**src/rtl/signal_pkg.sv**
```systemverilog
package signal_pkg;

   // Two-bit magnitude plus sign from the front end.
   typedef logic signed [2:0] sample_t;

   // Doppler offset in phase-increment units.
   typedef logic signed [9:0] doppler_t;

   // Carrier phase accumulator and its nominal IF increment.
   typedef logic [15:0] phase_t;
   localparam phase_t F_IF_INC = 16'h2000;

   // The top phase bits address the carrier tables.
   typedef logic [2:0] lut_index_t;
   localparam int LUT_ENTRIES = 8;

   typedef logic signed [2:0] carrier_t;

   // One carrier cycle in eight steps.
   localparam carrier_t COS_LUT [LUT_ENTRIES] = '{
      3'sd2, 3'sd1, -3'sd1, -3'sd2, -3'sd2, -3'sd1, 3'sd1, 3'sd2
   };
   localparam carrier_t SIN_LUT [LUT_ENTRIES] = '{
      3'sd1, 3'sd2, 3'sd2, 3'sd1, -3'sd1, -3'sd2, -3'sd2, -3'sd1
   };

   // Sample times carrier, worst case is -4 * -2.
   typedef logic signed [5:0] product_t;

   // Correlation sums, wrapping modulo 2^20.
   typedef logic signed [19:0] acc_t;

   // Sample with the code bit and carrier values that belong to it.
   typedef struct packed {
      logic     valid;
      logic     last;
      logic     ca_bit;
      sample_t  sample;
      carrier_t carrier_i;
      carrier_t carrier_q;
   } align_stage_t;

   // Carrier-wiped sample, code still present.
   typedef struct packed {
      logic     valid;
      logic     last;
      logic     ca_bit;
      product_t prod_i;
      product_t prod_q;
   } mix_stage_t;

endpackage

```
**src/rtl/code_pkg.sv**
```systemverilog
package code_pkg;

   // PRN number, value 0 selects PRN 1.
   localparam int PRN_WIDTH = 5;
   typedef logic [PRN_WIDTH-1:0] prn_t;

   localparam int CHIPS_PER_CODE = 1023;
   localparam int SAMPLES_PER_CHIP = 2;
   localparam int CODE_SAMPLES = CHIPS_PER_CODE * SAMPLES_PER_CHIP;

   // Sample index within one code period, 0 to CODE_SAMPLES-1.
   typedef logic [10:0] code_shift_t;

   // Sample position within the current chip.
   typedef logic [$clog2(SAMPLES_PER_CHIP)-1:0] chip_sample_t;

   // Both Gold code registers are 10 stages, bit n-1 holds stage n.
   localparam int LFSR_WIDTH = 10;
   typedef logic [LFSR_WIDTH-1:0] lfsr_t;
   localparam lfsr_t LFSR_INIT = '1;

   // G1 is x^10+x^3+1, so stages 3 and 10 feed back.
   localparam lfsr_t G1_FEEDBACK = 10'b10_0000_0100;
   // G2 is x^10+x^9+x^8+x^6+x^3+x^2+1.
   localparam lfsr_t G2_FEEDBACK = 10'b11_1010_0110;

   // Pair of G2 stages (1 to 10) that form the PRN's delayed G2 sequence.
   typedef logic [3:0] g2_stage_t;
   typedef struct packed {
      g2_stage_t tap_a;
      g2_stage_t tap_b;
   } g2_taps_t;

   localparam g2_taps_t G2_TAPS [32] = '{
      '{4'd2, 4'd6},  '{4'd3, 4'd7},  '{4'd4, 4'd8},  '{4'd5, 4'd9},
      '{4'd1, 4'd9},  '{4'd2, 4'd10}, '{4'd1, 4'd8},  '{4'd2, 4'd9},
      '{4'd3, 4'd10}, '{4'd2, 4'd3},  '{4'd3, 4'd4},  '{4'd5, 4'd6},
      '{4'd6, 4'd7},  '{4'd7, 4'd8},  '{4'd8, 4'd9},  '{4'd9, 4'd10},
      '{4'd1, 4'd4},  '{4'd2, 4'd5},  '{4'd3, 4'd6},  '{4'd4, 4'd7},
      '{4'd5, 4'd8},  '{4'd6, 4'd9},  '{4'd1, 4'd3},  '{4'd4, 4'd6},
      '{4'd5, 4'd7},  '{4'd6, 4'd8},  '{4'd7, 4'd9},  '{4'd8, 4'd10},
      '{4'd1, 4'd6},  '{4'd2, 4'd7},  '{4'd3, 4'd8},  '{4'd4, 4'd9}
   };

   typedef enum logic {
      TRACKING,
      SEEKING
   } upsampler_state_t;

endpackage
```
**src/rtl/subchannel.sv**
```systemverilog
`timescale 1ns/1ps

module subchannel (
   input  logic                  clk_i,
   input  logic                  reset_i,
   input  logic                  clear_i,
   input  logic                  data_available_i,
   input  logic                  feed_complete_i,
   input  signal_pkg::sample_t   data_i,
   input  signal_pkg::doppler_t  doppler_i,
   input  code_pkg::prn_t        prn_i,
   input  logic                  seek_en_i,
   input  code_pkg::code_shift_t seek_target_i,
   output logic                  seeking_o,
   output code_pkg::code_shift_t code_shift_o,
   output logic                  ca_bit_o,
   output logic                  accumulator_updating_o,
   output signal_pkg::acc_t      accumulator_i_o,
   output signal_pkg::acc_t      accumulator_q_o,
   output logic                  accumulation_complete_o
);

   logic                     sample_step;
   signal_pkg::carrier_t     carrier_i;
   signal_pkg::carrier_t     carrier_q;
   signal_pkg::align_stage_t align_d;
   signal_pkg::align_stage_t align_q;
   signal_pkg::mix_stage_t   mix_d;
   signal_pkg::mix_stage_t   mix_q;
   signal_pkg::mix_stage_t   post_mix_q;
   logic                     updating_q;
   logic                     complete_q;

   // Samples are dropped while the code is slewing.
   assign sample_step = data_available_i && !seeking_o;

   ca_upsampler upsampler (
      .clk_i         (clk_i),
      .reset_i       (reset_i),
      .step_i        (sample_step),
      .prn_i         (prn_i),
      .seek_en_i     (seek_en_i),
      .seek_target_i (seek_target_i),
      .seeking_o     (seeking_o),
      .code_shift_o  (code_shift_o),
      .ca_bit_o      (ca_bit_o)
   );

   carrier_nco carrier_gen (
      .clk_i       (clk_i),
      .reset_i     (reset_i),
      .step_i      (sample_step),
      .doppler_i   (doppler_i),
      .carrier_i_o (carrier_i),
      .carrier_q_o (carrier_q)
   );

   // Stage 0 takes code and carrier before both advance for this sample.
   always_comb begin
      align_d.valid     = sample_step;
      align_d.last      = sample_step && feed_complete_i;
      align_d.ca_bit    = ca_bit_o;
      align_d.sample    = data_i;
      align_d.carrier_i = carrier_i;
      align_d.carrier_q = carrier_q;
   end

   // Stage 1 carrier wipe-off.
   always_comb begin
      mix_d.valid  = align_q.valid;
      mix_d.last   = align_q.last;
      mix_d.ca_bit = align_q.ca_bit;
      mix_d.prod_i = signal_pkg::product_t'(align_q.sample)
                   * signal_pkg::product_t'(align_q.carrier_i);
      mix_d.prod_q = signal_pkg::product_t'(align_q.sample)
                   * signal_pkg::product_t'(align_q.carrier_q);
   end

   // Stage 2 retimes the products ahead of the accumulators.
   always_ff @(posedge clk_i) begin
      if (reset_i) begin
         align_q.valid    <= 1'b0;
         align_q.last     <= 1'b0;
         mix_q.valid      <= 1'b0;
         mix_q.last       <= 1'b0;
         post_mix_q.valid <= 1'b0;
         post_mix_q.last  <= 1'b0;
         updating_q       <= 1'b0;
         complete_q       <= 1'b0;
      end else begin
         align_q    <= align_d;
         mix_q      <= mix_d;
         post_mix_q <= mix_q;
         updating_q <= post_mix_q.valid;
         complete_q <= post_mix_q.last;
      end
   end

   track track_i_arm (
      .clk_i         (clk_i),
      .reset_i       (reset_i),
      .clear_i       (clear_i),
      .valid_i       (post_mix_q.valid),
      .ca_bit_i      (post_mix_q.ca_bit),
      .product_i     (post_mix_q.prod_i),
      .accumulator_o (accumulator_i_o)
   );

   track track_q_arm (
      .clk_i         (clk_i),
      .reset_i       (reset_i),
      .clear_i       (clear_i),
      .valid_i       (post_mix_q.valid),
      .ca_bit_i      (post_mix_q.ca_bit),
      .product_i     (post_mix_q.prod_q),
      .accumulator_o (accumulator_q_o)
   );

   // Updating flags line up with the new accumulator values.
   assign accumulator_updating_o  = updating_q;
   assign accumulation_complete_o = complete_q;

endmodule

```
**src/rtl/track.sv**
```systemverilog
`timescale 1ns/1ps

module track (
   input  logic                 clk_i,
   input  logic                 reset_i,
   input  logic                 clear_i,
   input  logic                 valid_i,
   input  logic                 ca_bit_i,
   input  signal_pkg::product_t product_i,
   output signal_pkg::acc_t     accumulator_o
);

   signal_pkg::acc_t product_ext;
   signal_pkg::acc_t wiped;
   signal_pkg::acc_t acc_q;

   assign product_ext = signal_pkg::acc_t'(product_i);

   // Code wipe-off, a one chip flips the sign.
   assign wiped = ca_bit_i ? -product_ext : product_ext;

   // Clear has priority over an update in the same cycle.
   always_ff @(posedge clk_i) begin
      if (reset_i || clear_i) begin
         acc_q <= '0;
      end else if (valid_i) begin
         acc_q <= acc_q + wiped;
      end
   end

   assign accumulator_o = acc_q;

endmodule

```
**src/rtl/carrier_nco.sv**
```systemverilog
`timescale 1ns/1ps

module carrier_nco (
   input  logic                 clk_i,
   input  logic                 reset_i,
   input  logic                 step_i,
   input  signal_pkg::doppler_t doppler_i,
   output signal_pkg::carrier_t carrier_i_o,
   output signal_pkg::carrier_t carrier_q_o
);

   signal_pkg::phase_t     phase_q;
   signal_pkg::phase_t     phase_inc;
   signal_pkg::lut_index_t lut_index;

   // IF plus the two's complement Doppler offset, sign extended.
   assign phase_inc = signal_pkg::F_IF_INC + signal_pkg::phase_t'(doppler_i);

   // One phase step per accepted sample.
   always_ff @(posedge clk_i) begin
      if (reset_i) begin
         phase_q <= '0;
      end else if (step_i) begin
         phase_q <= phase_q + phase_inc;
      end
   end

   // Table address is the top three phase bits.
   assign lut_index = phase_q[$bits(signal_pkg::phase_t)-1 -: $bits(signal_pkg::lut_index_t)];

   // The outputs hold the value for the sample about to be accepted.
   assign carrier_i_o = signal_pkg::COS_LUT[lut_index];
   assign carrier_q_o = signal_pkg::SIN_LUT[lut_index];

endmodule

```
**src/rtl/ca_upsampler.sv**
```systemverilog
`timescale 1ns/1ps

module ca_upsampler (
   input  logic                  clk_i,
   input  logic                  reset_i,
   input  logic                  step_i,
   input  code_pkg::prn_t        prn_i,
   input  logic                  seek_en_i,
   input  code_pkg::code_shift_t seek_target_i,
   output logic                  seeking_o,
   output code_pkg::code_shift_t code_shift_o,
   output logic                  ca_bit_o
);

   code_pkg::upsampler_state_t state_q;
   code_pkg::upsampler_state_t state_d;
   code_pkg::g2_taps_t         taps_q;
   code_pkg::lfsr_t            g1_q;
   code_pkg::lfsr_t            g1_d;
   code_pkg::lfsr_t            g2_q;
   code_pkg::lfsr_t            g2_d;
   code_pkg::chip_sample_t     sample_q;
   code_pkg::chip_sample_t     sample_d;
   code_pkg::code_shift_t      shift_q;
   code_pkg::code_shift_t      shift_d;
   code_pkg::code_shift_t      target_q;
   logic                       advance;
   logic                       code_wrap;
   logic                       chip_end;

   // The PRN is taken only while in reset.
   always_ff @(posedge clk_i) begin
      if (reset_i) begin
         taps_q <= code_pkg::G2_TAPS[prn_i];
      end
   end

   // A seek slews the code one sample per cycle.
   assign advance = (state_q == code_pkg::SEEKING) || step_i;

   assign code_wrap = (shift_q == code_pkg::code_shift_t'(code_pkg::CODE_SAMPLES - 1));
   assign chip_end  = (sample_q == code_pkg::chip_sample_t'(code_pkg::SAMPLES_PER_CHIP - 1));

   always_comb begin
      g1_d     = g1_q;
      g2_d     = g2_q;
      sample_d = sample_q;
      shift_d  = shift_q;
      if (advance) begin
         if (code_wrap) begin
            // New code period, both registers back to all ones.
            g1_d     = code_pkg::LFSR_INIT;
            g2_d     = code_pkg::LFSR_INIT;
            sample_d = '0;
            shift_d  = '0;
         end else begin
            shift_d = shift_q + 1'b1;
            if (chip_end) begin
               sample_d = '0;
               g1_d = {g1_q[code_pkg::LFSR_WIDTH-2:0], ^(g1_q & code_pkg::G1_FEEDBACK)};
               g2_d = {g2_q[code_pkg::LFSR_WIDTH-2:0], ^(g2_q & code_pkg::G2_FEEDBACK)};
            end else begin
               sample_d = sample_q + 1'b1;
            end
         end
      end
   end

   // Seeking ends on the edge that lands on the target.
   always_comb begin
      state_d = state_q;
      case (state_q)
         code_pkg::TRACKING: begin
            if (seek_en_i) begin
               state_d = code_pkg::SEEKING;
            end
         end
         code_pkg::SEEKING: begin
            if (shift_d == target_q) begin
               state_d = code_pkg::TRACKING;
            end
         end
         default: begin
            state_d = code_pkg::TRACKING;
         end
      endcase
   end

   always_ff @(posedge clk_i) begin
      if (reset_i) begin
         state_q  <= code_pkg::TRACKING;
         g1_q     <= code_pkg::LFSR_INIT;
         g2_q     <= code_pkg::LFSR_INIT;
         sample_q <= '0;
         shift_q  <= '0;
      end else begin
         state_q  <= state_d;
         g1_q     <= g1_d;
         g2_q     <= g2_d;
         sample_q <= sample_d;
         shift_q  <= shift_d;
      end
   end

   // Requests that arrive mid-seek are dropped.
   always_ff @(posedge clk_i) begin
      if ((state_q == code_pkg::TRACKING) && seek_en_i) begin
         target_q <= seek_target_i;
      end
   end

   // Chip is G1 stage 10 against the two PRN-selected G2 stages.
   assign ca_bit_o = g1_q[code_pkg::LFSR_WIDTH-1]
                   ^ g2_q[taps_q.tap_a - 4'd1]
                   ^ g2_q[taps_q.tap_b - 4'd1];

   assign seeking_o    = (state_q == code_pkg::SEEKING);
   assign code_shift_o = shift_q;

endmodule

```
**config.mk**
```make
export PLATFORM = sky130hd
export DESIGN_NAME = subchannel
export DESIGN_NICKNAME = d
export VERILOG_FILES = /design/src/rtl/signal_pkg.sv /design/src/rtl/code_pkg.sv /design/src/rtl/subchannel.sv /design/src/rtl/track.sv /design/src/rtl/carrier_nco.sv /design/src/rtl/ca_upsampler.sv
export SDC_FILE = /design/constraint.sdc
export NUM_CORES = 1
export LEC_CHECK = 0
export CAP_MARGIN = 20
export CORE_MARGIN = 10
export CORE_UTILIZATION = 30
export CTS_BUF_LIST = sky130_fd_sc_hd__clkbuf_16
export CTS_CLUSTER_DIAMETER = 100
export DETAILED_ROUTE_END_ITERATION = 8
export DONT_BUFFER_PORTS = 1
export PLACE_DENSITY = 0.54
export REMOVE_ABC_BUFFERS = 1
export SYNTH_ARGS = -nofsm -noshare
export SYNTH_HDL_FRONTEND = slang
export SYNTH_SLANG_ARGS = --single-unit
export TNS_END_PERCENT = 50
```
**constraint.sdc**
```tcl
create_clock -name clk_i -period 10.48 [get_ports clk_i]
set_clock_uncertainty 0.1 [all_clocks]
set_input_delay 1.048 -clock clk_i [delete_from_list [all_inputs] [get_ports clk_i]]
set_output_delay 1.048 -clock clk_i [all_outputs]
set_load 0.1 [all_outputs]
```
==> results of run 1 <==
-- through the flow --
step	instance area, um^2	instances	power, uW
floorplan	9550	1007	1100
global placement	10100	1418	1200
detailed placement	10100	1418	1200
CTS	10700	1450	1810
global route	10700	1451	1900
finish	10700	1452	1780
-- flip-flops by register name, summed over array words and instances (netlist names) --
| register | count |
|---|---|
| upsampler.g1_q | 10 |
| track_q_arm.accumulator_o | 20 |
| accumulator_updating_o | 1 |
| upsampler.chip_end | 1 |
| upsampler.taps_q | 8 |
| post_mix_q | 15 |
| upsampler.target_q | 11 |
| track_i_arm.accumulator_o | 20 |
| upsampler.g2_q | 10 |
| accumulation_complete_o | 1 |
| upsampler.code_shift_o | 11 |
| mix_q | 15 |
| carrier_gen.phase_q | 16 |
| upsampler.seeking_o | 1 |
| align_q | 12 |
-- worst max path at each step --
stage / to / slack, ns / cells past startpoint
after global routing: track_i_arm.accumulator_o[19] / 6.16 / 11
after global placement: carrier_gen.phase_q[15] / 6.46 / 11
after floorplan: ca_bit_o / 6.29 / 7
after detailed placement: carrier_gen.phase_q[15] / 6.49 / 11
after CTS: track_i_arm.accumulator_o[18] / 6.51 / 13
final: track_i_arm.accumulator_o[18] / 6.52 / 13
-- cell usage after synthesis, types with 5 or more instances --
master	n
nand2_1	121
or3_1	6
ha_1	102
nor2_1	84
mux2i_1	25
nor2b_1	15
buf_1	6
o22a_1	13
xnor2_1	56
o21bai_1	9
o211ai_1	5
nand4_1	10
dfxtp_1	97
nor3_1	20
and2_1	11
clkbuf_1	24
nand2b_1	17
inv_1	48
a21o_1	25
mux4_2	5
xor2_1	23
o21a_1	10
mux2_2	6
a21oi_1	76
fa_1	11
o21ai_0	51
o22ai_1	7
edfxtp_1	55
a211oi_1	16
nand3_1	20
a31oi_1	9
-- final cells by class --
| class | count | area share (%) |
|---|---|---|
| Sequential cell | 152 | 33.6 |
| Multi-Input combinational cell | 807 | 54.0 |
| Clock inverter | 13 | 0.865 |
| Clock buffer | 19 | 4.44 |
| Timing Repair Buffer | 10 | 0.701 |
| Tap cell | 402 | 4.70 |
| Antenna cell | 1 | 0.0234 |
| Inverter | 48 | 1.68 |
-- where the power goes --
group	internal (uW)	switching (uW)
logic	189	269
registers	677	50.1
clock network	333	260
total	1200	579
-- worst max-delay path, cell delays in order (launching register included) --
cell      delay, ns
edfxtp_1       0.43
nor3_1         0.45
nand2_1        0.11
ha_1           0.29
o21ai_0        0.62
ha_1           0.32
a21o_1         0.12
a21o_1         0.14
o21bai_1       0.14
nand3_1        0.18
o21ai_0        0.29
a211oi_1       0.14
or3b_2         0.47
nand3_1        0.09
-- metal layers --
| layer | track usage (%) | vias to the layer above | share of wire, % | routed length [um] |
|---|---|---|---|---|
| met5 | 0 | - | 0 | 0 |
| met4 | 2.83 | 0 | 0.98 | 213 |
| met3 | 3.82 | 15 | 6.7 | 1460 |
| met2 | 19.0 | 113 | 47 | 10300 |
| met1 | 13.4 | 3288 | 45 | 9840 |
| li1 | - | 3724 | - | - |
-- kinds of logic after synthesis --
| logic type | count (synthesis) |
|---|---|
| mux | 36 |
| xor+xnor | 79 |
| buf+inv | 82 |
| fa+ha+maj | 113 |
| simple gates | 329 |
| flops | 152 |
| compound gates | 250 |
==> out/results.tsv, run 1 <==
stage	metric	value	unit
run_status	outcome	finished clean	
min_path	min_to	post_mix_q[5]	
finish	multi_input_area	5780	um^2
power_and_ir_drop	pwr_density_cell	166	nW/um^2
floorplan	io_pins	90	
clock_tree	insertion_delay	0.42	ns
clock_tree	postCtsSetupBuffers	0	
synth	ys_types	70	
synth	yosys.area_share.simple	15.8	%
synth	syn_area	9690	um^2
global_routing	track_usage	11.2	%
global_routing	antenna_found_initial	3	
finish	final_common_cell	nand2_1	
synth	synth_cells	1041	
placed_design	pre_cts_ws	6.49	ns
timing	finalWorstSetupSlack	6.52	ns
floorplan	core_area	31700	um^2
setup_path	startpoint_type	flip-flop	
setup_path	critPathCaptureType	flip-flop	
setup_path	cp.arrival	4.22	ns
finish	drive_gt1_share	6.48	%
route	routed_wl	21800	um
timing	final.setup.tns	0	ns
synth	synth.top_cell.area_share	20.0	%
timing	slew_violations	0	
finish	n_fill_cell	3303	
route	ant_nets	0	
timing	final_hold_viol_count	0	
floorplan	die_area	39900	um^2
min_path	min-delay-path-class	flip-flop to flip-flop	
setup_path	reg2regPathDepth	13	
global_routing	grt-ovfl-total	0	
timing	clock.fmax	253	MHz
power_and_ir_drop	ir_drop	126	uV
synth	synth_edf_count	55	
clock_tree	cts.clk_slew.worst_paths	0.06	ns
route	drt-initial-drc-count	308	
floorplan	row_count	65	
placed_design	portBuffers	0	
floorplan	die-height	200	um
setup_path	worstPathRequired	10.74	ns
timing	hold_ws	0.316	ns
synth	yosys.area.top_type	dfxtp_1	
clock_tree	cts_sinks	152	
setup_path	crit_type	flip-flop to flip-flop	
timing	slew_headroom	23.1	%
synth	synthArstFlopShare	0	%
finish	final_cell_mix	nand2_1, ha_1, dfxtp_1	
clock_tree	cts_resized	0	
floorplan	start_util	30.5	%
timing	rsz0062_at_grt	no	
synth	synth-compound-area-share	16.8	%
clock_tree	numCtsBuffers	17	
route	drt-pass1-iter-count	4	
synth	synth_area_per_cell	9.31	um^2
clock_tree	hold_buffers	0	
finish	final_nets	1184	
finish	finalCoreUtilization	33.8	%
synth	synth_top_family_by_area	compound AO/OA/AOI/OAI gates	
global_routing	grt_max_degree	45	
route	routed_via_density	4.92	
route	post-route-drc-count	0	
timing	tightest_slew	1.15	ns
synth	synthTopCellsByArea	dfxtp_1, edfxtp_1, ha_1	
clock_tree	cts_tree	built	
placed_design	hpwlAfterDp	16300	um
synth	synthAdderAreaFrac	15.4	%
global_routing	grt_pass1_wl	36100	um
finish	seq_area	3590	um^2
synth	synth_seq_cells	152	
timing	fin_crit_sh	37.8	%
synth	yosysWarnings	0	
route	num_vias	7140	
setup_path	crit_start	post_mix_q[9]	
synth	synthMuxAreaShare	4.44	%
global_routing	grt_pass1_vias	6991	
floorplan	die_w	200	um
setup_path	path_max_fanout	6	
finish	area_growth_syn_to_layout	10.5	%
power_and_ir_drop	power_leakage	0.00441	uW
synth	yosys.area_share.xor_xnor	7.14	%
synth	ys_seq_area_share	37.1	%
placed_design	place.gp.congestion	0.832	
clock_tree	root_buffer	clkbuf_16	
clock_tree	cts_buffer_depth	2	
clock_tree	htreeDepth	4	
job	max-cap-violations	0	
route	wl_per_cell	15.0	um
min_path	hp-start	mix_q[5]	
setup_path	r2r_setup_slack	6.52	ns
setup_path	r2r_end	track_i_arm.accumulator_o[18]	
setup_path	rr_startpoint	post_mix_q[9]	
timing	finalSetupViolations	0	
min_path	holdPathStages	0	
synth	yosys_most_used_dff	dfxtp_1	
timing	fin_crit	3.96	ns
Power figures use the tool's default switching activity.
==> run 2, diff against run 1 <==
--- a/config.mk
+++ b/config.mk
@@ -5,6 +5,7 @@
 export SDC_FILE = /design/constraint.sdc
 export NUM_CORES = 1
 export LEC_CHECK = 0
+export ABC_AREA = 1
 export CAP_MARGIN = 20
 export CORE_MARGIN = 10
 export CORE_UTILIZATION = 30
@@ -12,7 +13,7 @@
 export CTS_CLUSTER_DIAMETER = 100
 export DETAILED_ROUTE_END_ITERATION = 8
 export DONT_BUFFER_PORTS = 1
-export PLACE_DENSITY = 0.54
+export PLACE_DENSITY = 0.55
 export REMOVE_ABC_BUFFERS = 1
 export SYNTH_ARGS = -nofsm -noshare
 export SYNTH_HDL_FRONTEND = slang
==> constraint.sdc (replaced) <==
create_clock -name clk_i -period 3.45 [get_ports clk_i]
set_clock_uncertainty 0.1 [all_clocks]
set_input_delay 0.345 -clock clk_i [delete_from_list [all_inputs] [get_ports clk_i]]
set_output_delay 0.345 -clock clk_i [all_outputs]
set_load 0.1 [all_outputs]
==> run 2 against run 1 <==
- setup slack got worse by 6.2 ns
- utilization rose by 1.6 points
- die area rose by 3.9%
- wire length rose by 11%
- sequential cell count did not move
- largest cell class unchanged
- largest power group unchanged
- critical path type unchanged
- highest routed layer unchanged
- clock power rose to 3.0 times the previous value
- fmax rose by 25%
- critical endpoint is now track_i_arm.accumulator_o[17]
==> out/results.tsv, run 2 <==
stage	metric	value	unit
run_status	outcome	finished clean	
global_routing	grt_max_degree	51	
synth	synth_cells	1308	
setup_path	startpoint_type	flip-flop	
floorplan	die_w	204	um
clock_tree	numCtsBuffers	17	
min_path	hp-start	reset_i	
route	ant_nets	0	
finish	area_growth_syn_to_layout	16.6	%
timing	fin_crit	3.18	ns
placed_design	placed_area	11000	um^2
finish	finalCoreUtilization	35.3	%
clock_tree	cts.clk_slew.worst_paths	0.07	ns
synth	yosys_most_used_dff	dfxtp_1	
clock_tree	cts_tree	built	
setup_path	cp.arrival	3.41	ns
placed_design	hpwlAfterDp	17900	um
setup_path	worstPathRequired	3.68	ns
floorplan	die-height	204	um
placed_design	place.gp.congestion	0.871	
clock_tree	htreeDepth	4	
global_routing	antenna_found_initial	1	
floorplan	die_area	41400	um^2
setup_path	critPathMaxStageDelay	0.43	ns
clock_tree	cts_sinks	152	
floorplan	core_area	33400	um^2
setup_path	r2r_end	track_i_arm.accumulator_o[17]	
min_path	min-delay-path-class	primary input to flip-flop	
route	routed_via_density	4.60	
finish	fin_area	11800	um^2
setup_path	crit_end	track_i_arm.accumulator_o[17]	
placed_design	placed_cells	1787	
global_routing	grt-ovfl-total	0	
setup_path	path_max_fanout	4	
finish	multi_input_area	5700	um^2
global_routing	grt_pass1_wl	40500	um
timing	rsz0062_at_grt	no	
timing	tightest_slew	0.965	ns
finish	n_fill_cell	3537	
finish	final_cell_mix	nand2_1, nor2_1, inv_1	
timing	final_hold_viol_count	0	
power_and_ir_drop	seqPwrFrac	39.1	%
timing	finalSetupViolations	0	
power_and_ir_drop	intPower	3540	uW
finish	final_nets	1525	
timing	fin_crit_sh	92.0	%
timing	slew_violations	0	
global_routing	track_usage	11.9	%
power_and_ir_drop	pwr_density_cell	463	nW/um^2
route	routed_wl	24100	um
setup_path	crit_chain	inv_1 > ha_1 > inv_1 > nor2_2 > nand4_1 > ha_1 > a21oi_2 > ha_1 > nand2_1 > nor2_1 > inv_1 > o21ai_0 > nand2_1 > nand2_1 > nand2_1 > nand2_1 > nor2_1 > o21ai_0 > inv_1	
setup_path	cp_slowest_cell	edfxtp_1	
min_path	holdPathStages	2	
floorplan	row_count	67	
setup_path	r2r_setup_slack	0.27	ns
setup_path	rr_startpoint	post_mix_q[6]	
synth	synthArstFlopShare	0	%
synth	syn_area	10100	um^2
floorplan	io_pins	90	
timing	slew_headroom	35.6	%
power_and_ir_drop	p_switching	1920	uW
setup_path	crit_top_cell	nand2_1	
synth	synth_area_per_cell	7.73	um^2
synth	synth.top_cell.area_share	19.2	%
synth	synth.most_common_cell	nand2_1	
power_and_ir_drop	ir_drop	378	uV
finish	final_common_cell	nand2_1	
route	drt-pass1-iter-count	5	
timing	clock.fmax	315	MHz
route	num_vias	8462	
synth	yosys.area.top_type	dfxtp_1	
setup_path	crit_start	post_mix_q[6]	
synth	synthTopCellsByCount	nand2_1, nor2_1, inv_1	
finish	stdcell_count	1839	
route	drt-initial-drc-count	372	
clock_tree	cts_buffer_depth	2	
clock_tree	postCtsSetupBuffers	0	
synth	synth_seq_cells	152	
synth	yosysWarnings	0	
floorplan	start_util	30.3	%
setup_path	critPathCaptureType	flip-flop	
setup_path	reg2regPathDepth	19	
power_and_ir_drop	power_frac_clock	32.4	%
clock_tree	root_buffer	clkbuf_16	
power_and_ir_drop	power_leakage	0.00587	uW
finish	drive_gt1_share	8.92	%
route	post-route-drc-count	0	
global_routing	grt_pass1_vias	8339	
finish	seq_area	3590	um^2
clock_tree	insertion_delay	0.44	ns
power_and_ir_drop	sw_frac_of_total	35.2	%
power_and_ir_drop	comb_power_share	28.5	%
synth	ys_seq_area_share	35.5	%
setup_path	crit_type	flip-flop to flip-flop	
job	max-cap-violations	0	
synth	ys_types	52	
synth	synth_edf_count	55	
placed_design	portBuffers	0	
synth	synthTopCellsByArea	dfxtp_1, edfxtp_1, ha_1	
route	wl_per_cell	13.1	um
## run 2: worst max-delay path: cells and delay by family (launching register included)
kind	cells	cell delay [ns]
buffers and inverters	4	0.23
adders and majority gates	3	0.83
AOI/OAI and AO/OA	3	0.55
DFF	1	0.43
and+or+nand+nor	9	0.93
## run 2: area by class of cell
class,count,share of cell area (%)
diodes,1,0.0212
clock inverters,15,0.976
well taps,448,4.75
multi-input cells,935,48.3
repair buffers,80,5.73
flip-flops and latches,152,30.5
clock buffers,17,3.61
inverters,191,6.10
## run 2: stage by stage
stage / hold slack (ns) / setup WS (ns) / power, uW / TNS [ns]
floorplan: 0.288 / -0.0763 / 3360 / -0.0763
global placement: 0.292 / 0.237 / 3670 / 0
detailed placement: 0.295 / 0.185 / 3690 / 0
CTS: 0.00445 / 0.178 / 5540 / 0
global route: 0.0181 / 0.000922 / 5860 / 0
finish: 0.0298 / 0.274 / 5460 / 0
## run 2: repair_timing
action	CTS	global route
hold buffers	18	0
endpoints found under the hold margin	51	0
gates resized for setup	0	6
setup endpoints to repair	0	8
## run 2: worst min path at each step
stage / slack [ns] / end
after floorplan: 0.29 / accumulation_complete_o
after global placement: 0.29 / post_mix_q[13]
after detailed placement: 0.30 / mix_q[13]
after CTS: 0.004 / upsampler.g2_q[3]
after global routing: 0.02 / upsampler.taps_q[7]
final: 0.03 / upsampler.g2_q[3]
## run 2: routing by layer
metal	wire length, um	track usage, %
met4	290	3.36
met2	11200	19.9
met1	11200	14.6
met3	1440	3.59
met5	0	0
## run 2: power groups by stage
stage | clock network (uW) | registers [uW] | logic (uW)
3_5_place_dp | 0 | 2170 | 1520
6_report | 1770 | 2140 | 1560
3_3_place_gp | 0 | 2170 | 1500
5_1_grt | 1920 | 2150 | 1790
4_1_cts | 1840 | 2130 | 1560
2_1_floorplan | 0 | 2230 | 1130
## run 2: logic make-up (layout without fill, tap and decap cells)
| family | Yosys count | count (layout) | synth area share, % |
|---|---|---|---|
| other | 0 | 1 | 0 |
| multiplexers | 1 | 1 | 0.0990 |
| flip-flops | 152 | 152 | 35.5 |
| buffers and inverters | 221 | 303 | 8.40 |
| AND/OR/NAND/NOR | 514 | 514 | 21.5 |
| AO/OA/AOI/OAI | 243 | 243 | 14.1 |
| adder cells (fa/ha/maj) | 113 | 113 | 14.8 |
| XOR/XNOR | 64 | 64 | 5.54 |
